### config.mk
export PLATFORM = sky130hd
export DESIGN_NAME = ras_stack
export DESIGN_NICKNAME = d
export VERILOG_FILES = /design/src/design/bp_pkg.sv /design/src/design/ras_stack.sv
export VERILOG_INCLUDE_DIRS = /design/src /design/src/design
export SDC_FILE = /design/constraint.sdc
export NUM_CORES = 1
export LEC_CHECK = 0
export BUFFER_PORTS_ARGS = -buffer_cell sky130_fd_sc_hd__buf_2
export CORE_MARGIN = 2
export CORE_UTILIZATION = 50
export DETAILED_ROUTE_END_ITERATION = 10
export GPL_ROUTABILITY_DRIVEN = 0
export PLACE_DENSITY = 0.68
export REMOVE_ABC_BUFFERS = 1
export SLEW_MARGIN = 10
export SYNTH_ARGS = -nofsm -noshare
export SYNTH_HDL_FRONTEND = slang
export SYNTH_SLANG_ARGS = --single-unit
### constraint.sdc
create_clock -name clk_in -period 7.5 [get_ports clk_in]
set_input_delay 0.75 -clock clk_in [delete_from_list [all_inputs] [get_ports clk_in]]
set_output_delay 0.75 -clock clk_in [all_outputs]
set_load 0.01 [all_outputs]
### src/design/bp_defs.svh
`ifndef BP_DEFS_SVH
`define BP_DEFS_SVH

// address width of the core
`define BP_PC_W 64

// one instruction line, four 32-bit words
`define BP_LINE_BYTES 16

// max slots handed to fetch per group
`define BP_FETCH_W 4

// global history length
`define BP_GHR_K 4

// pc bits taken above the word offset for the table index
`define BP_PC_IDX_N 4

// return address stack entries, power of two
`define BP_RAS_DEPTH 8

`endif

### src/design/bp_pkg.sv
`include "bp_defs.svh"

package bp_pkg;

  typedef logic [`BP_PC_W-1:0] pc_t;                        // byte address
  typedef logic [31:0] instr_t;                             // one fixed-width instruction
  typedef logic [`BP_LINE_BYTES*8-1:0] line_t;              // byte 0 sits in bits 7:0
  typedef logic [1:0] ctr_t;                                // 2-bit saturating counter
  typedef logic [`BP_GHR_K-1:0] ghr_t;                      // global history
  typedef logic [`BP_GHR_K+`BP_PC_IDX_N-1:0] pht_idx_t;     // {history, pc bits}

  // predecode class of one slot, none marks an unused slot
  typedef enum logic [2:0] {
    kind_none,
    kind_plain,
    kind_b,
    kind_bl,
    kind_ret,
    kind_bcond
  } slot_kind_e;

  typedef struct packed {
    slot_kind_e kind;
    pc_t        target;      // zero for plain slots
    logic       pred_taken;
  } slot_info_t;

  typedef struct packed {
    pc_t                              pc;       // pc of the first slot
    line_t                            line;
    logic [2:0]                       count;    // valid slots, 1..fetch width
    slot_info_t [`BP_FETCH_W-1:0]     slots;    // slot 0 at pc
    pc_t                              next_pc;
  } fetch_group_t;

  typedef struct packed {
    pc_t  pc;           // pc of the resolved branch
    logic is_cond;
    logic taken;
    logic mispredict;
    pc_t  correct_pc;   // where fetch should go on a mispredict
  } resolve_t;

  typedef enum logic [1:0] {
    st_idle,
    st_request,
    st_wait_line,
    st_offer
  } seq_state_e;

endpackage

### src/design/ras_stack.sv
`timescale 1ns/10ps
`include "bp_defs.svh"

module ras_stack (
  input  logic        clk_in,
  input  logic        rst_N_in,
  input  logic        push,
  input  logic        pop,
  input  bp_pkg::pc_t push_addr,
  output bp_pkg::pc_t top
);

  localparam int PTR_W = $clog2(`BP_RAS_DEPTH);
  localparam int CNT_W = $clog2(`BP_RAS_DEPTH + 1);

  bp_pkg::pc_t mem [`BP_RAS_DEPTH];  // circular, oldest entry overwritten when full

  logic [PTR_W-1:0] ptr;      // next free slot
  logic [PTR_W-1:0] top_idx;  // most recent entry
  logic [CNT_W-1:0] count;    // live entries, saturates at depth

  assign top_idx = ptr - PTR_W'(1);

  // empty stack predicts address zero
  assign top = (count == '0) ? '0 : mem[top_idx];

  always_ff @(posedge clk_in) begin
    if (push) begin
      mem[ptr] <= push_addr;
    end
  end

  always_ff @(posedge clk_in) begin
    if (rst_N_in) begin
      ptr   <= '0;
      count <= '0;
    end else if (push) begin
      ptr <= ptr + PTR_W'(1);  // wraps over the oldest entry
      if (count != CNT_W'(`BP_RAS_DEPTH)) begin
        count <= count + CNT_W'(1);
      end
    end else if (pop) begin
      if (count == '0) begin
        ptr <= '0;  // underflow, stays empty
      end else begin
        ptr   <= top_idx;
        count <= count - CNT_W'(1);
      end
    end
  end

endmodule

==> impl_metrics.py, run 1 <==
metrics = {
    "setup_path": {
        "crit_slowest_cell": "sky130_fd_sc_hd__ha_4",
        "critPathLaunch": "ptr[0]$_SDFFE_PP0P_",
        "critPathCaptureType": "output pin",
        "critPathRequiredTime_ns": 6.75,
        "crit_path_cell_trace": "inv_1, ha_4, buf_4, mux4_2, a22o_1, buf_2",
        "cp_top_family": "buffers and inverters",
        "regToRegSetupSlack_ns": 3.96,
        "start_kind": "register",
        "timing_worst_setup_path_type": "reg -> out",
        "critical_path.max_fanout": 65,
        "wp_buf_inv": 3,
        "critical_path.reg2reg.endpoint": "ptr[1]$_SDFFE_PP0P_",
        "r2r_cells": 6,
        "cp.arrival_ns": 4.29,
        "max_stage_delay_ns": 0.99,
        "r2r_start": "ptr[0]$_SDFFE_PP0P_",
    },
    "yosys": {
        "synth_edf_count": 512,
        "synth_sequential_area_ratio": 0.791,
        "synth_register_bits": 519,
        "synth-async-reset-ratio": 0,
        "synth-warning-count": 0,
        "syn-cell-area_mm2": 0.0196,
        "synth_top_flop_cell": "sky130_fd_sc_hd__edfxtp_1",
        "synthesis.area_per_instance_um2": 24.0,
        "gate_count_post_synth": 817,
        "ys_types": 28,
    },
    "clock_network": {
        "clk_pin_slew_worst_paths_ns": 0.06,
        "ctsHoldBuffers": 0,
        "tritoncts.num_buffers": 50,
        "clock_sink_count": 519,
        "postCtsSetupBuffers": 0,
        "clk_root_buffer_cell": "sky130_fd_sc_hd__clkbuf_16",
        "buffers_from_clock_root_to_sink_at_most": 3,
        "cts_tree": "yes",
        "clk_latency_ns": 0.57,
        "ctsHtreeMaxLevel": 2,
        "post_cts_resized": 0,
    },
    "placed_design": {
        "dp_slack_ns": 2.90,
        "place.detailed.instances": 1442,
        "cell_area_reported_after_detailed_placement_mm2": 0.0209,
        "total_of_buffers_placed_on_input_and_output_ports": 131,
        "detailed_place_hpwl_mm": 20.7,
    },
    "floorplan": {
        "ioPinCount": 132,
        "std_cell_rows": 72,
        "floorplan.die.height_um": 202,
        "initial_utilization": 0.507,
        "design.die.area_mm2": 0.0408,
        "core_mm2": 0.0386,
        "die_width_um": 202,
    },
    "cells_and_area": {
        "syn_to_final_growth_pct": 13.9,
        "post_route_cells_drive_above_1_share": 0.350,
        "layout.cell_area.non_filler_mm2": 0.0223,
        "nNetsFinal": 1049,
        "fin_util": 0.578,
        "instances_no_fill": 1531,
    },
    "outcome": {
        "outcome": "finished clean",
    },
    "detailed_routing": {
        "routedWlPerCell_um": 25.1,
        "drtIter0Drc": 766,
        "vias": 8844,
        "detail_route.wirelength_mm": 38.4,
        "route.detailed.drc": 0,
        "detail_route.first_pass.iterations": 5,
        "route.detailed.vias_per_inst": 5.78,
        "postRouteAntennaNets": 0,
    },
    "worst_hold_path": {
        "hold-path-endpoint": "mem[1][61]$_DFFE_PP_",
        "holdCritPathClass": "in -> reg",
        "hold_path_startpoint": "push_addr[61]",
        "holdPathStages": 1,
    },
    "job": {
        "drv.max_cap_violation_count": 0,
    },
    "timing": {
        "report.final.setup_viol": 0,
        "timing.final.crit_period_ns": 5.04,
        "slew_headroom": 0.235,
        "final-max-slew-violation-count": 0,
        "timing.fmax_mhz": 198,
        "min_period_over_period": 0.672,
        "skew_ns": 0.0140,
        "final_hold_viol_count": 0,
        "hold_ws_ns": 0.442,
        "setup_repair_after_global_routing_missed_its_margin": "no",
        "worst_slew_pin_slew_ns": 1.14,
        "layout_setup_ws_ns": 2.46,
    },
    "power": {
        "power_per_cell_area_mw_per_mm2": 311,
        "power.ir.vdd_worst_v": 0.000214,
        "p_leak_nw": 7.27,
    },
    "grt": {
        "grt.busiest_layer": "met2",
        "grt_pass1_wl_mm": 58.1,
        "via_count_of_the_first_global_routing_pass": 9196,
        "gr-usage-met1": 0.278,
        "met3_usage": 0.0371,
        "groute.usage.overall": 0.193,
        "grtUsageMet2": 0.307,
        "grt_start_max_net_pins": 66,
        "grt-ovfl-total": 0,
        "antenna_found_initial": 5,
    },
}
## layout make-up
class | instances | area, µm²
well taps | 518 | 648
clock inverters | 20 | 91.3
flip-flops and latches | 519 | 15500
diodes | 1 | 2.50
repair buffers | 151 | 806
multi-input cells | 250 | 3910
inverters | 4 | 15.0
fillers | 2797 | 16300
clock buffers | 68 | 1340
## report_power, final
part / total (mW) / switching, mW / leakage, nW / internal, mW
clock: 2.24 / 0.995 / 0.698 / 1.24
combinational: 1.33 / 0.751 / 1.86 / 0.576
sequential: 3.38 / 0.0542 / 4.71 / 3.33
## metal layers
metal,wire [µm],share of wire
met5,40,0.0010
met4,738,0.019
met3,2210,0.057
met2,18700,0.49
met1,16700,0.44
## metrics by stage
step	total power, mW	setup TNS [ns]
finish	6.95	0
CTS	7.04	0
global placement	4.79	0
floorplan	4.36	-1116.23
detailed placement	4.80	0
global route	7.23	0
## logic make-up (layout without fill, tap and decap cells)
group                      Yosys count  count (layout)  synth area share
muxes                              134             134             0.151
xor gates and xnor gates             3               3           0.00172
DFF                                519             519             0.791
AOI/OAI and AO/OA                   70              70            0.0304
buffers and inverters               48             243            0.0130
other                                0               1                 0
and+or+nand+nor                     38              38           0.00913
adders and majority gates            5               5           0.00357
## how the worst max path moves through the flow
| stage | cells after the start | to |
|---|---|---|
| 3_5_place_dp | 6 | top[29] |
| 2_1_floorplan | 1 | mem[0][0]$_DFFE_PP_ |
| 3_3_place_gp | 6 | top[29] |
| 6_report | 6 | top[21] |
| 5_1_grt | 6 | top[29] |
| 4_1_cts | 6 | top[29] |
## synth_stat cells, types with 2 or more instances
cell type,number,area share
sky130_fd_sc_hd__nor2b_1,2,0.00064
sky130_fd_sc_hd__nand2_1,8,0.0015
sky130_fd_sc_hd__a22o_1,60,0.027
sky130_fd_sc_hd__ha_1,4,0.0026
sky130_fd_sc_hd__a21oi_1,3,0.00077
sky130_fd_sc_hd__mux4_2,129,0.15
sky130_fd_sc_hd__nor2_1,18,0.0034
sky130_fd_sc_hd__clkbuf_1,21,0.0040
sky130_fd_sc_hd__edfxtp_1,512,0.78
sky130_fd_sc_hd__mux2i_1,5,0.0026
sky130_fd_sc_hd__buf_6,7,0.0040
sky130_fd_sc_hd__buf_2,15,0.0038
sky130_fd_sc_hd__nor3_1,4,0.0010
sky130_fd_sc_hd__nand2b_1,3,0.00096
sky130_fd_sc_hd__xnor2_1,2,0.00089
sky130_fd_sc_hd__inv_1,4,0.00077
sky130_fd_sc_hd__a211oi_1,3,0.0011
sky130_fd_sc_hd__dfxtp_1,7,0.0071
## state kept, by name, summed over array words and instances (netlist names)
register and flops:
ptr 3, mem 512, count 4
## placed cells by master (no fill, tap or decap), types with 6 or more instances in the layout
| cell type | instances |
|---|---|
| sky130_fd_sc_hd__nor2_1 | 11 |
| sky130_fd_sc_hd__edfxtp_1 | 512 |
| sky130_fd_sc_hd__a22o_1 | 60 |
| sky130_fd_sc_hd__clkbuf_16 | 51 |
| sky130_fd_sc_hd__nor2_4 | 7 |
| sky130_fd_sc_hd__nand2_1 | 8 |
| sky130_fd_sc_hd__dfxtp_1 | 6 |
| sky130_fd_sc_hd__buf_2 | 131 |
| sky130_fd_sc_hd__clkinv_1 | 13 |
| sky130_fd_sc_hd__buf_4 | 20 |
| sky130_fd_sc_hd__mux4_2 | 129 |
| sky130_fd_sc_hd__clkbuf_1 | 17 |
No activity file was read; power rests on OpenSTA's default activity.
==> inputs of run 2 (changes only) <==
--- a/config.mk
+++ b/config.mk
@@ -11,7 +11,7 @@
 export CORE_UTILIZATION = 50
 export DETAILED_ROUTE_END_ITERATION = 10
 export GPL_ROUTABILITY_DRIVEN = 0
-export PLACE_DENSITY = 0.68
+export PLACE_DENSITY = 0.71
 export REMOVE_ABC_BUFFERS = 1
 export SLEW_MARGIN = 10
 export SYNTH_ARGS = -nofsm -noshare
==> constraint.sdc (replaced) <==
create_clock -name clk_in -period 4.5 [get_ports clk_in]
set_input_delay 0.45 -clock clk_in [delete_from_list [all_inputs] [get_ports clk_in]]
set_output_delay 0.45 -clock clk_in [all_outputs]
set_load 0.01 [all_outputs]
==> impl_metrics.py, run 2 (synthesized netlist as in run 1, its figures left out) <==
metrics = {
    "outcome": {
        "outcome": "finished clean",
    },
    "cells_and_area": {
        "seq_area_mm2": 0.0155,
        "layout.cell_area.non_filler_mm2": 0.0227,
        "multi_input_comb_area_mm2": 0.00391,
        "fillers": 2718,
        "nNetsFinal": 1054,
        "mostFrequentLayoutCell": "sky130_fd_sc_hd__edfxtp_1",
        "post_route_cells_drive_above_1_share": 0.374,
        "layout_top_registers": "mem: 512 flops, count: 4 flops, ptr: 3 flops",
        "syn_to_final_growth_pct": 16.0,
        "layout.cells.most_common_list": "sky130_fd_sc_hd__edfxtp_1 (512), sky130_fd_sc_hd__buf_2 (131), sky130_fd_sc_hd__mux4_2 (129), sky130_fd_sc_hd__a22o_1 (60), sky130_fd_sc_hd__clkbuf_16 (53)",
        "largest-register": "mem",
        "largest_register_ffs": 512,
    },
    "timing": {
        "final-max-slew-violation-count": 0,
        "timing.fmax_mhz": 271,
        "hold_ws_ns": 0.162,
        "slew_headroom": 0.257,
        "worst_slew_pin_slew_ns": 1.11,
        "report.final.setup_viol": 0,
        "layout_setup_ws_ns": 0.805,
        "timing.final.crit_period_ns": 3.70,
        "skew_ns": 0.0117,
        "setup_repair_after_global_routing_missed_its_margin": "no",
        "final_hold_viol_count": 0,
        "min_period_over_period": 0.821,
    },
    "placed_design": {
        "dp_slack_ns": 1.32,
        "total_of_buffers_placed_on_input_and_output_ports": 131,
        "detailed_place_hpwl_mm": 19.8,
        "cell_area_reported_after_detailed_placement_mm2": 0.0210,
    },
    "power": {
        "power.ir.vdd_worst_v": 0.000385,
        "p_leak_nw": 7.46,
        "power_report.internal_total_mw": 9.06,
        "combPwrFrac": 0.191,
        "total_power_mw": 12.2,
        "sequentialPowerShare": 0.461,
        "power.share.switching": 0.255,
        "power_per_cell_area_mw_per_mm2": 535,
        "clock_power_share": 0.349,
        "power.net_switching_mw": 3.10,
    },
    "grt": {
        "antenna_found_initial": 3,
        "via_count_of_the_first_global_routing_pass": 9316,
        "grt_pass1_wl_mm": 57.7,
        "grt-ovfl-total": 0,
        "groute.usage.overall": 0.189,
        "grt_start_max_net_pins": 106,
    },
    "setup_path": {
        "critical_path.max_fanout": 105,
        "start_kind": "register",
        "cp.arrival_ns": 3.25,
        "critPathRequiredTime_ns": 4.05,
        "timing_worst_setup_path_type": "reg -> out",
        "critPathCaptureType": "output pin",
    },
    "detailed_routing": {
        "routedWlPerCell_um": 24.6,
        "route.detailed.vias_per_inst": 5.73,
        "postRouteAntennaNets": 0,
        "vias": 8836,
        "route.detailed.drc": 0,
        "drtIter0Drc": 680,
        "detail_route.first_pass.iterations": 7,
        "detail_route.wirelength_mm": 37.9,
    },
    "clock_network": {
        "postCtsSetupBuffers": 0,
        "clk_latency_ns": 0.56,
        "tritoncts.num_buffers": 52,
        "buffers_from_clock_root_to_sink_at_most": 3,
        "clock_sink_count": 519,
        "clk_root_buffer_cell": "sky130_fd_sc_hd__clkbuf_16",
        "cts_tree": "yes",
        "clk_pin_slew_worst_paths_ns": 0.06,
        "ctsHoldBuffers": 0,
        "ctsHtreeMaxLevel": 2,
        "post_cts_resized": 0,
    },
    "job": {
        "drv.max_cap_violation_count": 0,
    },
    "floorplan": {
        "ioPinCount": 132,
        "die_width_um": 202,
        "initial_utilization": 0.507,
        "design.die.area_mm2": 0.0408,
        "std_cell_rows": 72,
        "core_mm2": 0.0386,
        "floorplan.die.height_um": 202,
    },
    "worst_hold_path": {
        "holdCritPathClass": "in -> reg",
    },
}
## run 2: worst paths after layout
path / end / cells after the start / slack [ns] / start
setup / recovery: top[26] / 5 / 0.80 / ptr[0]$_SDFFE_PP0P_
hold / removal: mem[1][14]$_DFFE_PP_ / 1 / 0.16 / push_addr[14]
setup reg to reg: mem[3][45]$_DFFE_PP_ / 4 / 2.04 / ptr[0]$_SDFFE_PP0P_
hold reg to reg: count[1]$_SDFFE_PP0P_ / 2 / 0.57 / count[1]$_SDFFE_PP0P_
## run 2: power groups by stage
stage / Combinational [mW] / Sequential, mW / Clock [mW]
finish: 2.32 / 5.60 / 4.24
global route: 2.50 / 5.62 / 4.51
CTS: 2.37 / 5.60 / 4.32
detailed placement: 2.36 / 5.71 / 0
global placement: 2.35 / 5.69 / 0
floorplan: 1.48 / 5.80 / 0
## run 2: layer usage
layer	global-route usage	vias up	part of all wire
li1	-	3862	-
met1	0.267	4691	0.43
met2	0.307	237	0.50
met3	0.0401	42	0.058
met4	0.0431	4	0.013
met5	0	-	0.00055
## run 2: layout make-up
cell class,instances,share of cell area
timing repair buffer,154,0.0414
clock inverter,36,0.0154
clock buffer,60,0.0595
inverter,4,0.000660
sequential,519,0.682
antenna,1,0.000110
tap,518,0.0285
multi-input combinational,250,0.172
## run 2: worst max-delay path: stages, from the launching register on
cell and delay (ns):
sky130_fd_sc_hd__dfxtp_4 0.36, sky130_fd_sc_hd__buf_12 0.59, sky130_fd_sc_hd__buf_4 0.63, sky130_fd_sc_hd__mux4_2 0.57, sky130_fd_sc_hd__a22o_1 0.27, sky130_fd_sc_hd__buf_2 0.15
## run 2: metrics by stage
step                      instances  TNS [ns]   util
final                          1542         0  0.588
after global routing           1541         0  0.588
after CTS                      1541         0  0.588
after detailed placement       1445         0  0.544
after global placement         1445         0  0.544
after floorplan                 773  -2787.08      -
==> inputs of run 3 (changes only) <==
==> constraint.sdc (replaced) <==
create_clock -name clk_in -period 3.2 [get_ports clk_in]
set_input_delay 0.32 -clock clk_in [delete_from_list [all_inputs] [get_ports clk_in]]
set_output_delay 0.32 -clock clk_in [all_outputs]
set_load 0.01 [all_outputs]
==> impl_metrics.py, run 3 (synthesized netlist as in run 1, its figures left out) <==
metrics = {
    "outcome": {
        "outcome": "finished clean",
    },
    "floorplan": {
        "design.die.area_mm2": 0.0408,
        "ioPinCount": 132,
        "std_cell_rows": 72,
        "core_mm2": 0.0386,
        "initial_utilization": 0.507,
        "die_width_um": 202,
        "floorplan.die.height_um": 202,
    },
    "clock_network": {
        "clk_pin_slew_worst_paths_ns": 0.06,
        "clk_latency_ns": 0.57,
        "post_cts_resized": 0,
        "ctsHtreeMaxLevel": 2,
        "tritoncts.num_buffers": 51,
        "clk_root_buffer_cell": "sky130_fd_sc_hd__clkbuf_16",
        "buffers_from_clock_root_to_sink_at_most": 3,
        "clock_sink_count": 519,
        "cts_tree": "yes",
        "postCtsSetupBuffers": 0,
    },
    "timing": {
        "slew_headroom": 0.417,
        "timing.fmax_mhz": 330,
        "finalSetupTns_ns": 0,
        "skew_ns": 0.00982,
        "final_hold_viol_count": 0,
        "layout_setup_ws_ns": 0.170,
        "report.final.setup_viol": 0,
        "timing.final.crit_period_ns": 3.03,
        "worst_slew_pin_slew_ns": 0.872,
        "min_period_over_period": 0.947,
        "setup_repair_after_global_routing_missed_its_margin": "no",
        "hold_ws_ns": 0.0212,
        "final-max-slew-violation-count": 0,
    },
    "cells_and_area": {
        "nNetsFinal": 1079,
        "instances_no_fill": 1564,
        "largest_register_ffs": 512,
        "syn_to_final_growth_pct": 17.0,
        "fin_util": 0.593,
        "layout_top_registers": "mem: 512 flops, count: 4 flops, ptr: 3 flops",
        "mostFrequentLayoutCell": "sky130_fd_sc_hd__edfxtp_1",
        "layout.cell_area.non_filler_mm2": 0.0229,
        "largest-register": "mem",
        "post_route_cells_drive_above_1_share": 0.350,
        "layout.cells.most_common_list": "sky130_fd_sc_hd__edfxtp_1 (512), sky130_fd_sc_hd__buf_2 (131), sky130_fd_sc_hd__mux4_2 (129), sky130_fd_sc_hd__a22o_1 (60), sky130_fd_sc_hd__clkbuf_16 (53)",
    },
    "setup_path": {
        "critical_path.reg2reg.endpoint": "mem[1][34]$_DFFE_PP_",
        "max_stage_delay_ns": 0.68,
        "critical_path.max_fanout": 34,
        "r2r_cells": 4,
        "crit_slowest_cell": "sky130_fd_sc_hd__nor2_4",
        "crit_path_cell_trace": "inv_1, ha_4, xor2_2, nor2_4, buf_12, a22o_1, buf_2",
        "regToRegSetupSlack_ns": 0.97,
        "r2r_start": "ptr[0]$_SDFFE_PP0P_",
        "start_kind": "register",
        "critPathCaptureType": "output pin",
        "timing_worst_setup_path_type": "reg -> out",
        "critPathRequiredTime_ns": 2.88,
        "cp.arrival_ns": 2.71,
    },
    "grt": {
        "antenna_found_initial": 3,
        "grt-ovfl-total": 0,
        "via_count_of_the_first_global_routing_pass": 9562,
        "groute.usage.overall": 0.193,
        "grt_start_max_net_pins": 73,
        "grt_pass1_wl_mm": 58.6,
    },
    "placed_design": {
        "total_of_buffers_placed_on_input_and_output_ports": 131,
        "place.detailed.instances": 1447,
        "cell_area_reported_after_detailed_placement_mm2": 0.0210,
        "detailed_place_hpwl_mm": 20.7,
        "dp_slack_ns": 0.719,
    },
    "detailed_routing": {
        "detail_route.first_pass.iterations": 5,
        "route.detailed.drc": 0,
        "drtIter0Drc": 666,
        "postRouteAntennaNets": 0,
        "route.detailed.vias_per_inst": 5.70,
        "vias": 8909,
        "detail_route.wirelength_mm": 38.1,
        "routedWlPerCell_um": 24.4,
    },
    "power": {
        "power_per_cell_area_mw_per_mm2": 743,
        "power.ir.vdd_worst_v": 0.000572,
        "p_leak_nw": 7.53,
        "total_power_mw": 17.0,
    },
    "worst_hold_path": {
        "hold_path_startpoint": "push_addr[28]",
        "holdPathStages": 1,
        "hold-path-endpoint": "mem[0][28]$_DFFE_PP_",
        "holdCritPathClass": "in -> reg",
    },
    "job": {
        "drv.max_cap_violation_count": 0,
    },
}
## run 3: changes by cell type in the layout (fill, tap and decap cells not counted), sizes merged
cell / change
inv: -1
buf: +2
clkinv: -7
bufinv: +1
clkbuf: +6
clkinvlp: -3
dlygate4sd3: +24
## run 3: timing repair
action,CTS,global route
hold buffers,24,0
endpoints found under the hold margin,158,0
setup endpoints to repair,0,2
## run 3: worst max-delay path: cells and delay by family (launching register included)
family                     cells  cell delay, ns
xor gates and xnor gates       1            0.16
AOI/OAI and AO/OA              1            0.19
DFF                            1            0.38
adders and majority gates      1            0.18
and+or+nand+nor                1            0.68
buffers and inverters          3            0.51
## run 3: report_power, final
| group | switching (mW) | total (mW) | internal, mW |
|---|---|---|---|
| clock network | 2.36 | 5.94 | 3.58 |
| logic | 1.77 | 3.22 | 1.44 |
| registers | 0.0824 | 7.88 | 7.79 |
## run 3: cell type report
class,instances,area [µm²]
inverters,4,15.0
fillers,2769,15700
clock inverters,26,294
diodes,1,2.50
well taps,518,648
clock buffers,66,1380
repair buffers,180,1170
multi-input cells,250,3910
flip-flops and latches,519,15500
## run 3: worst max-delay path by stage
stage / startpoint / endpoint / slack, ns / depth (start not counted)
6_report: ptr[0]$_SDFFE_PP0P_ / top[42] / 0.17 / 7
5_1_grt: ptr[0]$_SDFFE_PP0P_ / top[22] / 0.02 / 7
4_1_cts: ptr[0]$_SDFFE_PP0P_ / top[42] / 0.09 / 7
3_5_place_dp: ptr[0]$_SDFFE_PP0P_ / top[42] / 0.72 / 7
3_3_place_gp: ptr[0]$_SDFFE_PP0P_ / top[50] / 0.76 / 7
2_1_floorplan: ptr[0]$_SDFFE_PP0P_ / mem[0][0]$_DFFE_PP_ / -8.90 / 1
## run 3: metal layers
layer | wire length [µm] | vias to the layer above | GRT usage
met5 | 9 | - | 0
met2 | 19200 | 224 | 0.320
met3 | 2050 | 49 | 0.0361
met4 | 700 | 2 | 0.0586
met1 | 16100 | 4727 | 0.265
li1 | - | 3907 | -
