==> config.mk <==
export PLATFORM = sky130hd
export DESIGN_NAME = fetch_sequencer
export DESIGN_NICKNAME = d
export VERILOG_FILES = /design/src/design/bp_pkg.sv /design/src/design/fetch_sequencer.sv
export VERILOG_INCLUDE_DIRS = /design/src /design/src/design
export SDC_FILE = /design/constraint.sdc
export NUM_CORES = 1
export LEC_CHECK = 0
export ABC_AREA = 1
export BUFFER_PORTS_ARGS = -buffer_cell sky130_fd_sc_hd__buf_4
export CELL_PAD_IN_SITES_DETAIL_PLACEMENT = 0
export CELL_PAD_IN_SITES_GLOBAL_PLACEMENT = 1
export CORE_AREA = 5 5 664 666
export DETAILED_ROUTE_END_ITERATION = 16
export DIE_AREA = 0 0 669 671
export PLACE_DENSITY_LB_ADDON = 0.1
export SYNTH_ARGS = -nofsm -noshare
export SYNTH_HDL_FRONTEND = slang
export SYNTH_SLANG_ARGS = --single-unit
export TNS_END_PERCENT = 1
==> constraint.sdc <==
create_clock -name clk_in -period 15.3 [get_ports clk_in]
set_input_delay 0.765 -clock clk_in [delete_from_list [all_inputs] [get_ports clk_in]]
set_output_delay 0.765 -clock clk_in [all_outputs]
set_load 0.03 [all_outputs]
==> src/design/bp_defs.svh <==
`ifndef BP_DEFS_SVH
`define BP_DEFS_SVH

// address width of the core
`define BP_PC_W 64

// one instruction line, four 32-bit words
`define BP_LINE_BYTES 16

// max slots handed to fetch per group
`define BP_FETCH_W 4

// global history length
`define BP_GHR_K 4

// pc bits taken above the word offset for the table index
`define BP_PC_IDX_N 4

// return address stack entries, power of two
`define BP_RAS_DEPTH 8

`endif

==> src/design/bp_pkg.sv <==
`include "bp_defs.svh"

package bp_pkg;

  typedef logic [`BP_PC_W-1:0] pc_t;                        // byte address
  typedef logic [31:0] instr_t;                             // one fixed-width instruction
  typedef logic [`BP_LINE_BYTES*8-1:0] line_t;              // byte 0 sits in bits 7:0
  typedef logic [1:0] ctr_t;                                // 2-bit saturating counter
  typedef logic [`BP_GHR_K-1:0] ghr_t;                      // global history
  typedef logic [`BP_GHR_K+`BP_PC_IDX_N-1:0] pht_idx_t;     // {history, pc bits}

  // predecode class of one slot, none marks an unused slot
  typedef enum logic [2:0] {
    kind_none,
    kind_plain,
    kind_b,
    kind_bl,
    kind_ret,
    kind_bcond
  } slot_kind_e;

  typedef struct packed {
    slot_kind_e kind;
    pc_t        target;      // zero for plain slots
    logic       pred_taken;
  } slot_info_t;

  typedef struct packed {
    pc_t                              pc;       // pc of the first slot
    line_t                            line;
    logic [2:0]                       count;    // valid slots, 1..fetch width
    slot_info_t [`BP_FETCH_W-1:0]     slots;    // slot 0 at pc
    pc_t                              next_pc;
  } fetch_group_t;

  typedef struct packed {
    pc_t  pc;           // pc of the resolved branch
    logic is_cond;
    logic taken;
    logic mispredict;
    pc_t  correct_pc;   // where fetch should go on a mispredict
  } resolve_t;

  typedef enum logic [1:0] {
    st_idle,
    st_request,
    st_wait_line,
    st_offer
  } seq_state_e;

endpackage

==> src/design/fetch_sequencer.sv <==
`timescale 1ns/10ps
`include "bp_defs.svh"

module fetch_sequencer (
  input  logic                 clk_in,
  input  logic                 rst_N_in,
  input  logic                 start_valid,
  input  bp_pkg::pc_t          start_pc,
  input  logic                 resolve_valid,
  input  bp_pkg::resolve_t     resolve,
  output logic                 line_req_valid,
  input  logic                 line_req_ready,
  output bp_pkg::pc_t          line_req_addr,
  input  logic                 line_rsp_valid,
  input  bp_pkg::line_t        line_rsp,
  output bp_pkg::pc_t          pd_pc,
  output bp_pkg::line_t        pd_line,
  input  bp_pkg::fetch_group_t pd_group,
  output logic                 group_valid,
  input  logic                 group_ready,
  output bp_pkg::fetch_group_t group,
  output logic                 ras_push,
  output logic                 ras_pop,
  output bp_pkg::pc_t          ras_push_addr
);

  localparam int LINE_LSB = $clog2(`BP_LINE_BYTES);
  localparam int SLOT_W   = $clog2(`BP_FETCH_W);

  bp_pkg::seq_state_e state;
  bp_pkg::seq_state_e state_nxt;
  logic               drop_q;      // response in flight belongs to a dead path
  logic               drop_nxt;
  bp_pkg::pc_t        pc_q;        // fetch pc, start of the offered group
  bp_pkg::pc_t        pc_nxt;
  bp_pkg::pc_t        launch_pc;   // pc the new request is built from
  bp_pkg::pc_t        req_addr_q;  // held separately so a redirect can't move a live request
  bp_pkg::line_t      line_q;
  bp_pkg::pc_t        redir_pc;
  logic               redirect;
  logic               pc_ld;
  logic               line_ld;
  logic               launch;      // issue a fresh line request
  logic               group_hs;
  bp_pkg::slot_info_t last_slot;

  assign redirect = start_valid || (resolve_valid && resolve.mispredict);
  assign redir_pc = start_valid ? start_pc : resolve.correct_pc;

  assign line_req_valid = (state == bp_pkg::st_request);
  assign line_req_addr  = req_addr_q;
  assign group_valid    = (state == bp_pkg::st_offer);
  assign group          = pd_group;  // live predecode of pc_q and line_q
  assign pd_pc          = pc_q;
  assign pd_line        = line_q;

  // a redirect in the same cycle wins over the hand-off
  assign group_hs  = group_valid && group_ready && !redirect;
  assign last_slot = pd_group.slots[SLOT_W'(pd_group.count - 3'd1)];
  assign ras_push  = group_hs && (last_slot.kind == bp_pkg::kind_bl);
  assign ras_pop   = group_hs && (last_slot.kind == bp_pkg::kind_ret);
  // bl closes the group, so the return address is just past the last slot
  assign ras_push_addr = {pd_group.pc[`BP_PC_W-1:2], 2'b00}
                       + (bp_pkg::pc_t'(pd_group.count) << 2);

  always_comb begin
    state_nxt = state;
    drop_nxt  = drop_q;
    pc_nxt    = redir_pc;
    pc_ld     = 1'b0;
    line_ld   = 1'b0;
    launch    = 1'b0;
    case (state)
      bp_pkg::st_idle: begin
        if (redirect) begin
          pc_ld  = 1'b1;
          launch = 1'b1;
        end
      end
      bp_pkg::st_request: begin
        if (redirect) begin
          pc_ld    = 1'b1;
          drop_nxt = 1'b1;  // old request still goes out, its line gets thrown away
        end
        if (line_req_ready) begin
          state_nxt = bp_pkg::st_wait_line;
        end
      end
      bp_pkg::st_wait_line: begin
        if (redirect) begin
          pc_ld = 1'b1;
        end
        if (line_rsp_valid) begin
          if (drop_q || redirect) begin
            drop_nxt = 1'b0;  // stale line discarded, refetch from pc
            launch   = 1'b1;
          end else begin
            line_ld   = 1'b1;
            state_nxt = bp_pkg::st_offer;
          end
        end else if (redirect) begin
          drop_nxt = 1'b1;
        end
      end
      bp_pkg::st_offer: begin
        if (redirect) begin
          pc_ld  = 1'b1;  // offered group dropped
          launch = 1'b1;
        end else if (group_ready) begin
          pc_nxt = pd_group.next_pc;
          pc_ld  = 1'b1;
          launch = 1'b1;
        end
      end
      default: begin
        state_nxt = bp_pkg::st_idle;
      end
    endcase
    if (launch) begin
      state_nxt = bp_pkg::st_request;
    end
    launch_pc = pc_ld ? pc_nxt : pc_q;
  end

  always_ff @(posedge clk_in) begin
    if (rst_N_in) begin
      state  <= bp_pkg::st_idle;
      drop_q <= 1'b0;
    end else begin
      state  <= state_nxt;
      drop_q <= drop_nxt;
    end
  end

  always_ff @(posedge clk_in) begin
    if (pc_ld) begin
      pc_q <= pc_nxt;
    end
    if (launch) begin
      req_addr_q <= {launch_pc[`BP_PC_W-1:LINE_LSB], {LINE_LSB{1'b0}}};  // line aligned
    end
    if (line_ld) begin
      line_q <= line_rsp;
    end
  end

endmodule

==> summary.txt, run 1 <==
List of most frequent post-synthesis cells: buf_4, nand2_1, nor2_1
Reg clk slew, reported paths: 0.06 ns
Number of nets in the layout: 2971
CP top delay family: adder cells
DRC errors left: 0
CTS buffer count: 37
Critical Path Most Common Cell: buf_4
Async SR Flop Fraction: 0%
GRT Total Usage: 8.30%
Vias/cell: 1.73
Setup repair bufs after CTS: 0
Buf/Inv on CP: 3
RePlAce Congestion: 0.700
Routed Antenna Nets: 0
Pleak: 0.00928 uW
Port bufs: 863
Reg area: 7030 um2
Final min period: 4.99 ns
Chip Width: 669 um
Largest buffer count on any clock path: 3
Cell depth of the worst hold path: 1
Slew Limit Fails: 0
# fillers: 51200
Ys Warns: 0
Worst-Skew Late Latency: 0.61 ns
Vias in the first global route: 14900
CP Depth: 10
WS Path Type: in2out
CP cell instances: buf_4 -> ha_1 -> inv_1 -> fa_1 -> o21ai_4 -> nand2_4 -> nor2_4 -> nand2_2 -> xnor2_1 -> buf_4
Total number of vias: 13600
Synthesized instance count: 1759
Crit-path slowest cell: xnor2_1
First-pass GRT wire length: 230000 um
R2r startpoint: state[1]
Register area share after synthesis: 44.9%
Final design utilization: 6.11%
Most frequent cell after synthesis: buf_4
Core Region: 434000 um2
DR iter-0 viols: 456
Power, Total: 2840 uW
Rel. slew slack: 21.7%
Fmax: 0.201 GHz
Die Y: 671 um
Worst EP arrival: 4.22 ns
Worst Hold End: pd_line[13]
Area grow syn2layout: 69.3%
Full die area: 449000 um2
RSZ-0062 raised after global routing: no
R2R cell count: 10
Pre-antenna DRT Iters: 4
EDFF count, synth: 192
Multi-input combinational cell area: 4180 um2
Total gr overflow: 0
Syn avg cell area: 8.89 um2
CTS root buf: clkbuf_16
PwrDens: 107 nW/um2
Final period utilization: 32.6%
Proportion of layout cells with a drive suffix above 1: 45.6%
Worst-path fanout max: 6
Starting Density: 3.61%
CTS Sinks: 255
Main area contributors after synthesis: edfxtp_1, buf_4, dfxtp_1
Setup_tns: 0 ns
HPWL after detailed placement: 174000 um
Max cap viols: 0
Synth top area share: 36.9%
I/O pin count: 1716
Syn Std Cell Area: 15600 um2
Cells resized by post-CTS repair: 0
Hold buffer count at cts: 0
Row Count: 242
Outcome: complete, no violations
Initial antenna violation count: 31
CTS tree: done
Setup Skew: 0.0311 ns
Final Hold Vio Count: 0
Startpoint types: input pin
H-tree depth: 2
Critical Path End Type: output port
Leading area contributor after synthesis: edfxtp_1
HP Class: in2reg
Worst EP required: 14.53 ns
Count of final setup violators: 0
Main synth FF type: edfxtp_1
Routed length per instance: 24.9 um
Max incr delay on CP: 0.73 ns
Largest net degree at the start of global routing: 66
Slew @ Worst Pin: 1.16 ns
Hold Startpoint: line_rsp[13]
Worst R2R Setup Slack: 11.27 ns
Detailed Route WL: 196000 um
Peak supply drop: 0.0653 mV
#FFs+latches synth: 255
Reg-to-Reg End: line_req_addr[29]
Cell variety after synth: 39
==> cells in the final DEF, fill, tap and decap left out, drive strengths merged, types with 7 or more instances in the layout <==
cell type	count
clkbuf	49
nand2	296
clkinv	17
xnor2	15
and2	7
nor2	242
xor2	20
edfxtp	192
nor3	7
dfxtp	63
o21ai	72
nand4	13
nand3b	9
inv	75
nand3	86
buf	882
ha	7
o211ai	61
==> area by class of cell <==
class | instances | area share (%)
diodes | 3 | 0.0284
clock buffers | 49 | 3.82
clock inverters | 19 | 0.657
inverters | 74 | 1.09
multi-input cells | 852 | 15.8
flip-flops and latches | 255 | 26.5
well taps | 5734 | 27.1
repair buffers | 882 | 25.0
==> per-stage QoR <==
| stage | setup slack [ns] | hold slack [ns] | instance area, um2 | cells |
|---|---|---|---|---|
| after floorplan | 4.65 | 0.528 | 15700 | 1764 |
| after global placement | 10.08 | 0.486 | 25300 | 7797 |
| after detailed placement | 10.10 | 0.484 | 25300 | 7797 |
| after CTS | 10.09 | 0.226 | 26500 | 7865 |
| after global routing | 10.28 | 0.258 | 26500 | 7866 |
| final | 10.31 | 0.324 | 26500 | 7868 |
==> worst register-to-register path, cell delays in order, from the launching register on <==
cell      delay (ns)
dfxtp_1         0.34
ha_1            0.28
nand2_4         0.09
buf_4           0.24
buf_4           0.54
nor2_1          0.18
inv_4           0.33
buf_4           0.57
o21ai_0         0.70
o211ai_1        0.38
nand2_1         0.11
==> power breakdown <==
group	total, uW	switching, uW	internal, uW	leakage (uW)
Combinational	994	722	272	0.00639
Sequential	946	60.1	886	0.00230
Clock	895	406	490	0.000587
==> worst max path at each step <==
stage	startpoint	endpoint	slack [ns]
2_1_floorplan	start_valid	pd_line[0]	4.65
3_3_place_gp	pd_group[336]	ras_push_addr[34]	10.08
3_5_place_dp	pd_group[336]	ras_push_addr[34]	10.10
4_1_cts	pd_group[336]	ras_push_addr[34]	10.09
5_1_grt	pd_group[336]	ras_push_addr[34]	10.28
6_report	pd_group[336]	ras_push_addr[34]	10.31
==> cell families after synthesis <==
family | share of synthesized area (%)
AO/OA/AOI/OAI | 5.68
adder cells (fa/ha/maj) | 0.688
AND/OR/NAND/NOR | 18.0
other | 0.0240
flip-flops | 44.9
XOR/XNOR | 1.96
buffers and inverters | 28.7
==> flip-flops by register name, summed over array words and instances, names as in the netlist <==
| name | cells |
|---|---|
| drop_q | 1 |
| line_req_addr | 60 |
| pd_line | 128 |
| pd_pc | 64 |
| state | 2 |
==> metal layers <==
layer  up-vias  track usage (%)  routed length (um)
met2      1107             18.1              118000
met4         6             2.03                5390
met5         -                0                  51
li1       5928                -                   -
met3       258             4.06               22600
met1      6317             6.04               49900
(Power assumes the default switching activity.)
==> run 2, diff against run 1 <==
- ABC_AREA: 1 -> 0
- CORE_AREA: 5 5 664 666 -> 5 5 672 674
- DIE_AREA: 0 0 669 671 -> 0 0 677 679
- clock period: 15.3 -> 5.1 ns (I/O delays scaled with it)
==> summary.txt, run 2 <==
HPWL after detailed placement: 145000 um (-17%)
#FFs+latches synth: 255 (unchanged)
Peak supply drop: 0.177 mV (+170%)
Synthesized instance count: 1330 (-24%)
Full die area: 460000 um2 (+2.4%)
Most frequent cells in the layout: buf_4, edfxtp_1, dlygate4sd3_1
GRT Total Usage: 6.85% (-1.4 points)
Largest net degree at the start of global routing: 61 (-7.6%)
I/O pin count: 1716 (unchanged)
Post-synthesis simple-gate area fraction: 8.15% (-9.8 points)
Final design utilization: 6.27% (+0.17 points)
Most frequent cell after synthesis: buf_4
EDFF count, synth: 192 (unchanged)
Die Y: 679 um (+1.2%)
Pleak: 0.00953 uW (+2.6%)
First-pass GRT wire length: 197000 um (-14%)
Final Hold Vio Count: 0 (unchanged)
Core Region: 444000 um2 (+2.4%)
Total number of vias: 12300 (-9.6%)
CTS tree: done
Starting Density: 3.31% (-0.30 points)
Worst EP arrival: 3.05 ns (-1.17 ns)
Async SR Flop Fraction: 0% (unchanged)
CTS root buf: clkbuf_16
Slew Limit Fails: 0 (unchanged)
Slew @ Worst Pin: 0.974 ns (-0.188 ns)
Main area contributors after synthesis: edfxtp_1, buf_4, dfxtp_1
Final WS setup: 1.80 ns (-8.51 ns)
Routed Antenna Nets: 0 (unchanged)
Leading area contributor after synthesis: edfxtp_1
Initial antenna violation count: 51 (+65%)
Critical Path End Type: output port
Max reg flops: 128 (unchanged)
Area grow syn2layout: 89.6%
Reg clk slew, reported paths: 0.06 ns (about the same)
Rel. slew slack: 33.8% (+12 points)
Total gr overflow: 0 (unchanged)
WS Path Type: in2out
Outcome: complete, no violations
Number of nets in the layout: 2736 (-7.9%)
HP Class: in2reg
DR iter-0 viols: 398 (-13%)
Max cap viols: 0 (unchanged)
# fillers: 52100 (+1.8%)
Register area share after synthesis: 47.8% (+2.9 points)
Pre-antenna DRT Iters: 4 (unchanged)
RSZ-0062 raised after global routing: no
Setup Skew: 0.0350 ns (+0.00395 ns)
Cell variety after synth: 44 (+13%)
Final min period: 3.30 ns
Syn Std Cell Area: 14700 um2 (-6.0%)
Worst-path fanout max: 10 (+4)
Final period utilization: 64.7%
CTS Sinks: 255 (unchanged)
Main synth FF type: edfxtp_1
Place WS: 1.62 ns (-8.48 ns)
Setup repair bufs after CTS: 0 (unchanged)
Chip Width: 677 um (+1.2%)
Proportion of layout cells with a drive suffix above 1: 51.5% (+5.8 points)
Routed length per instance: 21.1 um (-15%)
RePlAce Congestion: 0.684 (-2.3%)
DRC errors left: 0 (unchanged)
H-tree depth: 2 (unchanged)
List of most frequent post-synthesis cells: buf_4, edfxtp_1, a21oi_1
Compound-Gate Fraction of Synth Area: 5.81% (+0.13 points)
CTS buffer count: 40 (+8.1%)
Fmax: 0.303 GHz
Startpoint types: input pin
Largest buffer count on any clock path: 3 (unchanged)
Setup_tns: 0 ns (unchanged)
Vias/cell: 1.57 (-9.2%)
Mux contribution to synthesized area: 4.89% (+4.9 points)
Count of final setup violators: 0 (unchanged)
Most common cell after layout, fill and taps aside: buf_4
Row Count: 245 (+1.2%)
Worst-Skew Late Latency: 0.63 ns (+0.02 ns)
Largest family of logic cells by synthesized area: buffers and inverters
Syn avg cell area: 11.1 um2 (+24%)
Vias in the first global route: 13500 (-9.6%)
Ys Warns: 0 (unchanged)
Detailed Route WL: 165000 um (-16%)
Port bufs: 863 (unchanged)
Synth top area share: 39.2% (+2.4 points)
Post-synthesis xor/xnor area fraction: 3.57% (+1.6 points)
PwrDens: 282 nW/um2 (+160%)
Post-Synth Adder-Cell Area: 0.732% (+0.044 points)
Worst EP required: 4.85 ns (-9.68 ns)
[run 2: kinds of logic (layout without fill, tap and decap cells)]
logic type	after synthesis	count (layout)
adders and majority gates	8	8
other	1	18
AOI/OAI and AO/OA	137	137
buffers and inverters	598	1158
and+or+nand+nor	203	203
muxes	68	68
DFF	255	255
xor gates and xnor gates	60	60
[run 2: critical path, stage by stage]
cell,delay [ns]
buf_4,0.16
ha_1,0.18
inv_1,0.06
fa_1,0.39
nand2b_1,0.18
a21oi_1,0.36
buf_4,0.30
nand4_2,0.30
nor3_1,0.30
xor2_1,0.31
buf_4,0.23
[run 2: timing repair]
item                                   4_1_cts  5_1_grt
endpoints found under the hold margin      161        0
gates resized for setup                      0        0
hold buffers                               180        0
[run 2: final cells by class]
class	count	area, um2	area share, %
multi-input combinational	482	3500	12.6
antenna	12	30.0	0.108
clock buffer	57	1130	4.04
clock inverter	13	166	0.597
inverter	16	60.1	0.216
tap	5928	7420	26.6
timing repair buffer	1072	8540	30.6
sequential	255	7030	25.2
[run 2: per-stage QoR]
| stage | power, uW | instances | instance area, um2 | hold WS [ns] |
|---|---|---|---|---|
| 5_1_grt | 8360 | 7825 | 27800 | 0.0431 |
| 2_1_floorplan | 4130 | 1335 | 14700 | 0.327 |
| 4_1_cts | 8330 | 7823 | 27800 | 0.00114 |
| 3_5_place_dp | 4960 | 7573 | 24700 | 0.434 |
| 3_3_place_gp | 4990 | 7573 | 24700 | 0.434 |
| 6_report | 7850 | 7835 | 27900 | 0.0744 |
[run 2: path summary, 6_finish.rpt]
path | from | to | slack [ns] | cells past startpoint
worst max-delay path | pd_group[336] | ras_push_addr[60] | 1.80 | 11
worst min-delay path | pd_group[2] | pd_pc[2] | 0.07 | 3
worst max register to register | state[0] | state[0] | 2.25 | 8
worst min register to register | drop_q | drop_q | 0.53 | 2
[run 2: power breakdown]
part	switching [uW]	internal [uW]
logic	1510	780
registers	92.5	2480
clock network	1250	1730
total	2850	4990
[run 2: layer usage]
layer	up-vias	wire length (um)	global-route usage [%]
met5	-	432	0.552
met4	20	2530	1.06
met3	177	25400	4.87
met2	1190	86000	12.8
met1	5727	50800	6.01
li1	5191	-	-
==> run 3, diff against run 2 <==
- clock period: 5.1 -> 3.5 ns (I/O delays scaled with it)
==> summary.txt, run 3 (synthesized netlist as in run 2, its figures left out) <==
# fillers: 52100 (-0.075%)
Rel. slew slack: 46.0% (+12 points)
Outcome: complete, no violations
Place WS: 0.523 ns (-1.10 ns)
Setup repair bufs after CTS: 0 (unchanged)
Detailed Route WL: 164000 um (-0.61%)
Max incr delay on CP: 0.39 ns (about the same)
GRT Total Usage: 6.82% (-0.031 points)
Total gr overflow: 0 (unchanged)
DRC errors left: 0 (unchanged)
Vias in the first global route: 13800 (+2.3%)
First-pass GRT wire length: 197000 um (about the same)
RSZ-0062 raised after global routing: no
Final period utilization: 82.8%
CP cell instances: buf_4 -> ha_1 -> inv_1 -> fa_1 -> nand2b_1 -> a21oi_1 -> buf_4 -> nand4_2 -> nor3_1 -> xor2_1 -> buf_4
Number of nets in the layout: 2811 (+2.7%)
Routed length per instance: 20.7 um (-1.7%)
Critical Path Most Common Cell: buf_4
Final Hold Vio Count: 0 (unchanged)
Cell depth of the worst hold path: 3 (unchanged)
HP Class: in2reg
Area grow syn2layout: 94.3%
CTS Sinks: 255 (unchanged)
Met3 Use GR: 4.51% (-0.37 points)
Port bufs: 863 (unchanged)
Cells resized by post-CTS repair: 0 (unchanged)
Total number of vias: 12500 (+1.6%)
DR iter-0 viols: 478 (+20%)
Worst EP arrival: 2.72 ns (-0.33 ns)
Worst hold margin: 0.0628 ns (-0.0116 ns)
I/O pin count: 1716 (unchanged)
WS Path Type: in2out
Hold Startpoint: start_pc[45]
Final design utilization: 6.43% (+0.16 points)
Worst-path fanout max: 12 (+2)
Hold buffer count at cts: 227 (+26%)
H-tree depth: 2 (unchanged)
Peak supply drop: 0.259 mV (+46%)
Final WS setup: 0.602 ns (-1.20 ns)
CTS root buf: clkbuf_16
Count of final setup violators: 0 (unchanged)
Setup Skew: 0.0296 ns (-0.00539 ns)
Largest buffer count on any clock path: 3 (unchanged)
Routed Antenna Nets: 0 (unchanged)
Slew @ Worst Pin: 0.787 ns (-0.187 ns)
Vias/cell: 1.58 (+0.48%)
Multi-input combinational cell area: 3500 um2 (unchanged)
Startpoint types: input pin
Crit-path slowest cell: fa_1
Proportion of layout cells with a drive suffix above 1: 50.9% (-0.51 points)
Power, Total: 11300 uW (+45%)
PwrDens: 397 nW/um2 (+41%)
Max cap viols: 0 (unchanged)
Chip Width: 677 um (unchanged)
Most common cell after layout, fill and taps aside: buf_4
Core Region: 444000 um2 (unchanged)
R2R cell count: 9 (+1)
Critical Path End Type: output port
Worst Hold End: pd_pc[45]
Busiest grt layer: met2
Pre-antenna DRT Iters: 4 (unchanged)
Full die area: 460000 um2 (unchanged)
Met2 Use GR: 12.6% (-0.12 points)
Slew Limit Fails: 0 (unchanged)
Reg area: 7030 um2 (unchanged)
Starting Density: 3.31% (unchanged)
Most frequent cells in the layout: buf_4, dlygate4sd3_1, edfxtp_1
Largest net degree at the start of global routing: 61 (unchanged)
HPWL after detailed placement: 144000 um (-0.55%)
Reg-to-Reg End: state[0]
RePlAce Congestion: 0.684 (about the same)
R2r startpoint: state[0]
Reg clk slew, reported paths: 0.06 ns (about the same)
Max reg flops: 128 (unchanged)
Final min period: 2.90 ns
Row Count: 245 (unchanged)
Met1 usage: 6.24% (+0.23 points)
CP top delay family: simple AND/OR/NAND/NOR gates
Worst EP required: 3.32 ns (-1.53 ns)
Worst R2R Setup Slack: 0.77 ns (-1.48 ns)
Pleak: 0.00984 uW (+3.3%)
CTS buffer count: 40 (unchanged)
Initial antenna violation count: 48 (-5.9%)
Fmax: 0.345 GHz
Worst-Skew Late Latency: 0.62 ns (about the same)
Die Y: 679 um (unchanged)
Buf/Inv on CP: 4 (unchanged)
CTS tree: done
## run 3: changes by cell type in the layout (fill, tap and decap cells not counted), moves of 2 or more
cell	before	now
diode_2	12	20
dlygate4sd3_1	180	227
bufinv_16	4	2
buf_12	3	6
buf_4	888	913
inv_6	0	2
## run 3: per-stage QoR
| step | cells | setup TNS [ns] | instance area [um2] |
|---|---|---|---|
| after floorplan | 1335 | -85.30 | 14700 |
| after global placement | 7601 | 0 | 25000 |
| after detailed placement | 7601 | 0 | 25000 |
| after CTS | 7899 | 0 | 28500 |
| after global routing | 7903 | 0 | 28500 |
| final | 7919 | 0 | 28600 |
## run 3: worst max path at each step
stage          depth (start not counted)           endpoint  slack, ns          start
6_report                              11  ras_push_addr[60]       0.60  pd_group[336]
4_1_cts                               11  ras_push_addr[60]       0.51  pd_group[336]
5_1_grt                               11  ras_push_addr[60]       0.44  pd_group[336]
3_5_place_dp                          11  ras_push_addr[60]       0.52  pd_group[336]
2_1_floorplan                          4         pd_line[0]      -0.67       state[0]
3_3_place_gp                          11  ras_push_addr[60]       0.49  pd_group[336]
## run 3: where the power goes
| group | internal, uW | total, uW | switching, uW | leakage (uW) |
|---|---|---|---|---|
| combinational | 1180 | 3390 | 2200 | 0.00695 |
| sequential | 3620 | 3750 | 133 | 0.00229 |
| clock | 2360 | 4210 | 1840 | 0.000607 |
## run 3: worst reg2reg max path, stage by stage (launching register included)
cell           delay [ns]
dfxtp_1              0.44
inv_1                0.11
ha_1                 0.24
and2_1               0.22
o21ai_0              0.28
a41oi_4              0.16
buf_4                0.33
a21oi_1              0.24
nor2_1               0.05
dlygate4sd3_1        0.54
## run 3: cell type report
type,instances,share of cell area [%]
Inverter,16,0.210
Clock inverter,16,0.495
Clock buffer,55,3.88
Multi-Input combinational cell,482,12.3
Timing Repair Buffer,1147,32.4
Tap cell,5928,26.0
Antenna cell,20,0.175
Sequential cell,255,24.6
## run 3: metal layers
layer,vias to the layer above,part of all wire (%)
met5,-,0.17
met4,22,1.5
met3,158,14
met2,1078,52
met1,5876,32
li1,5362,-
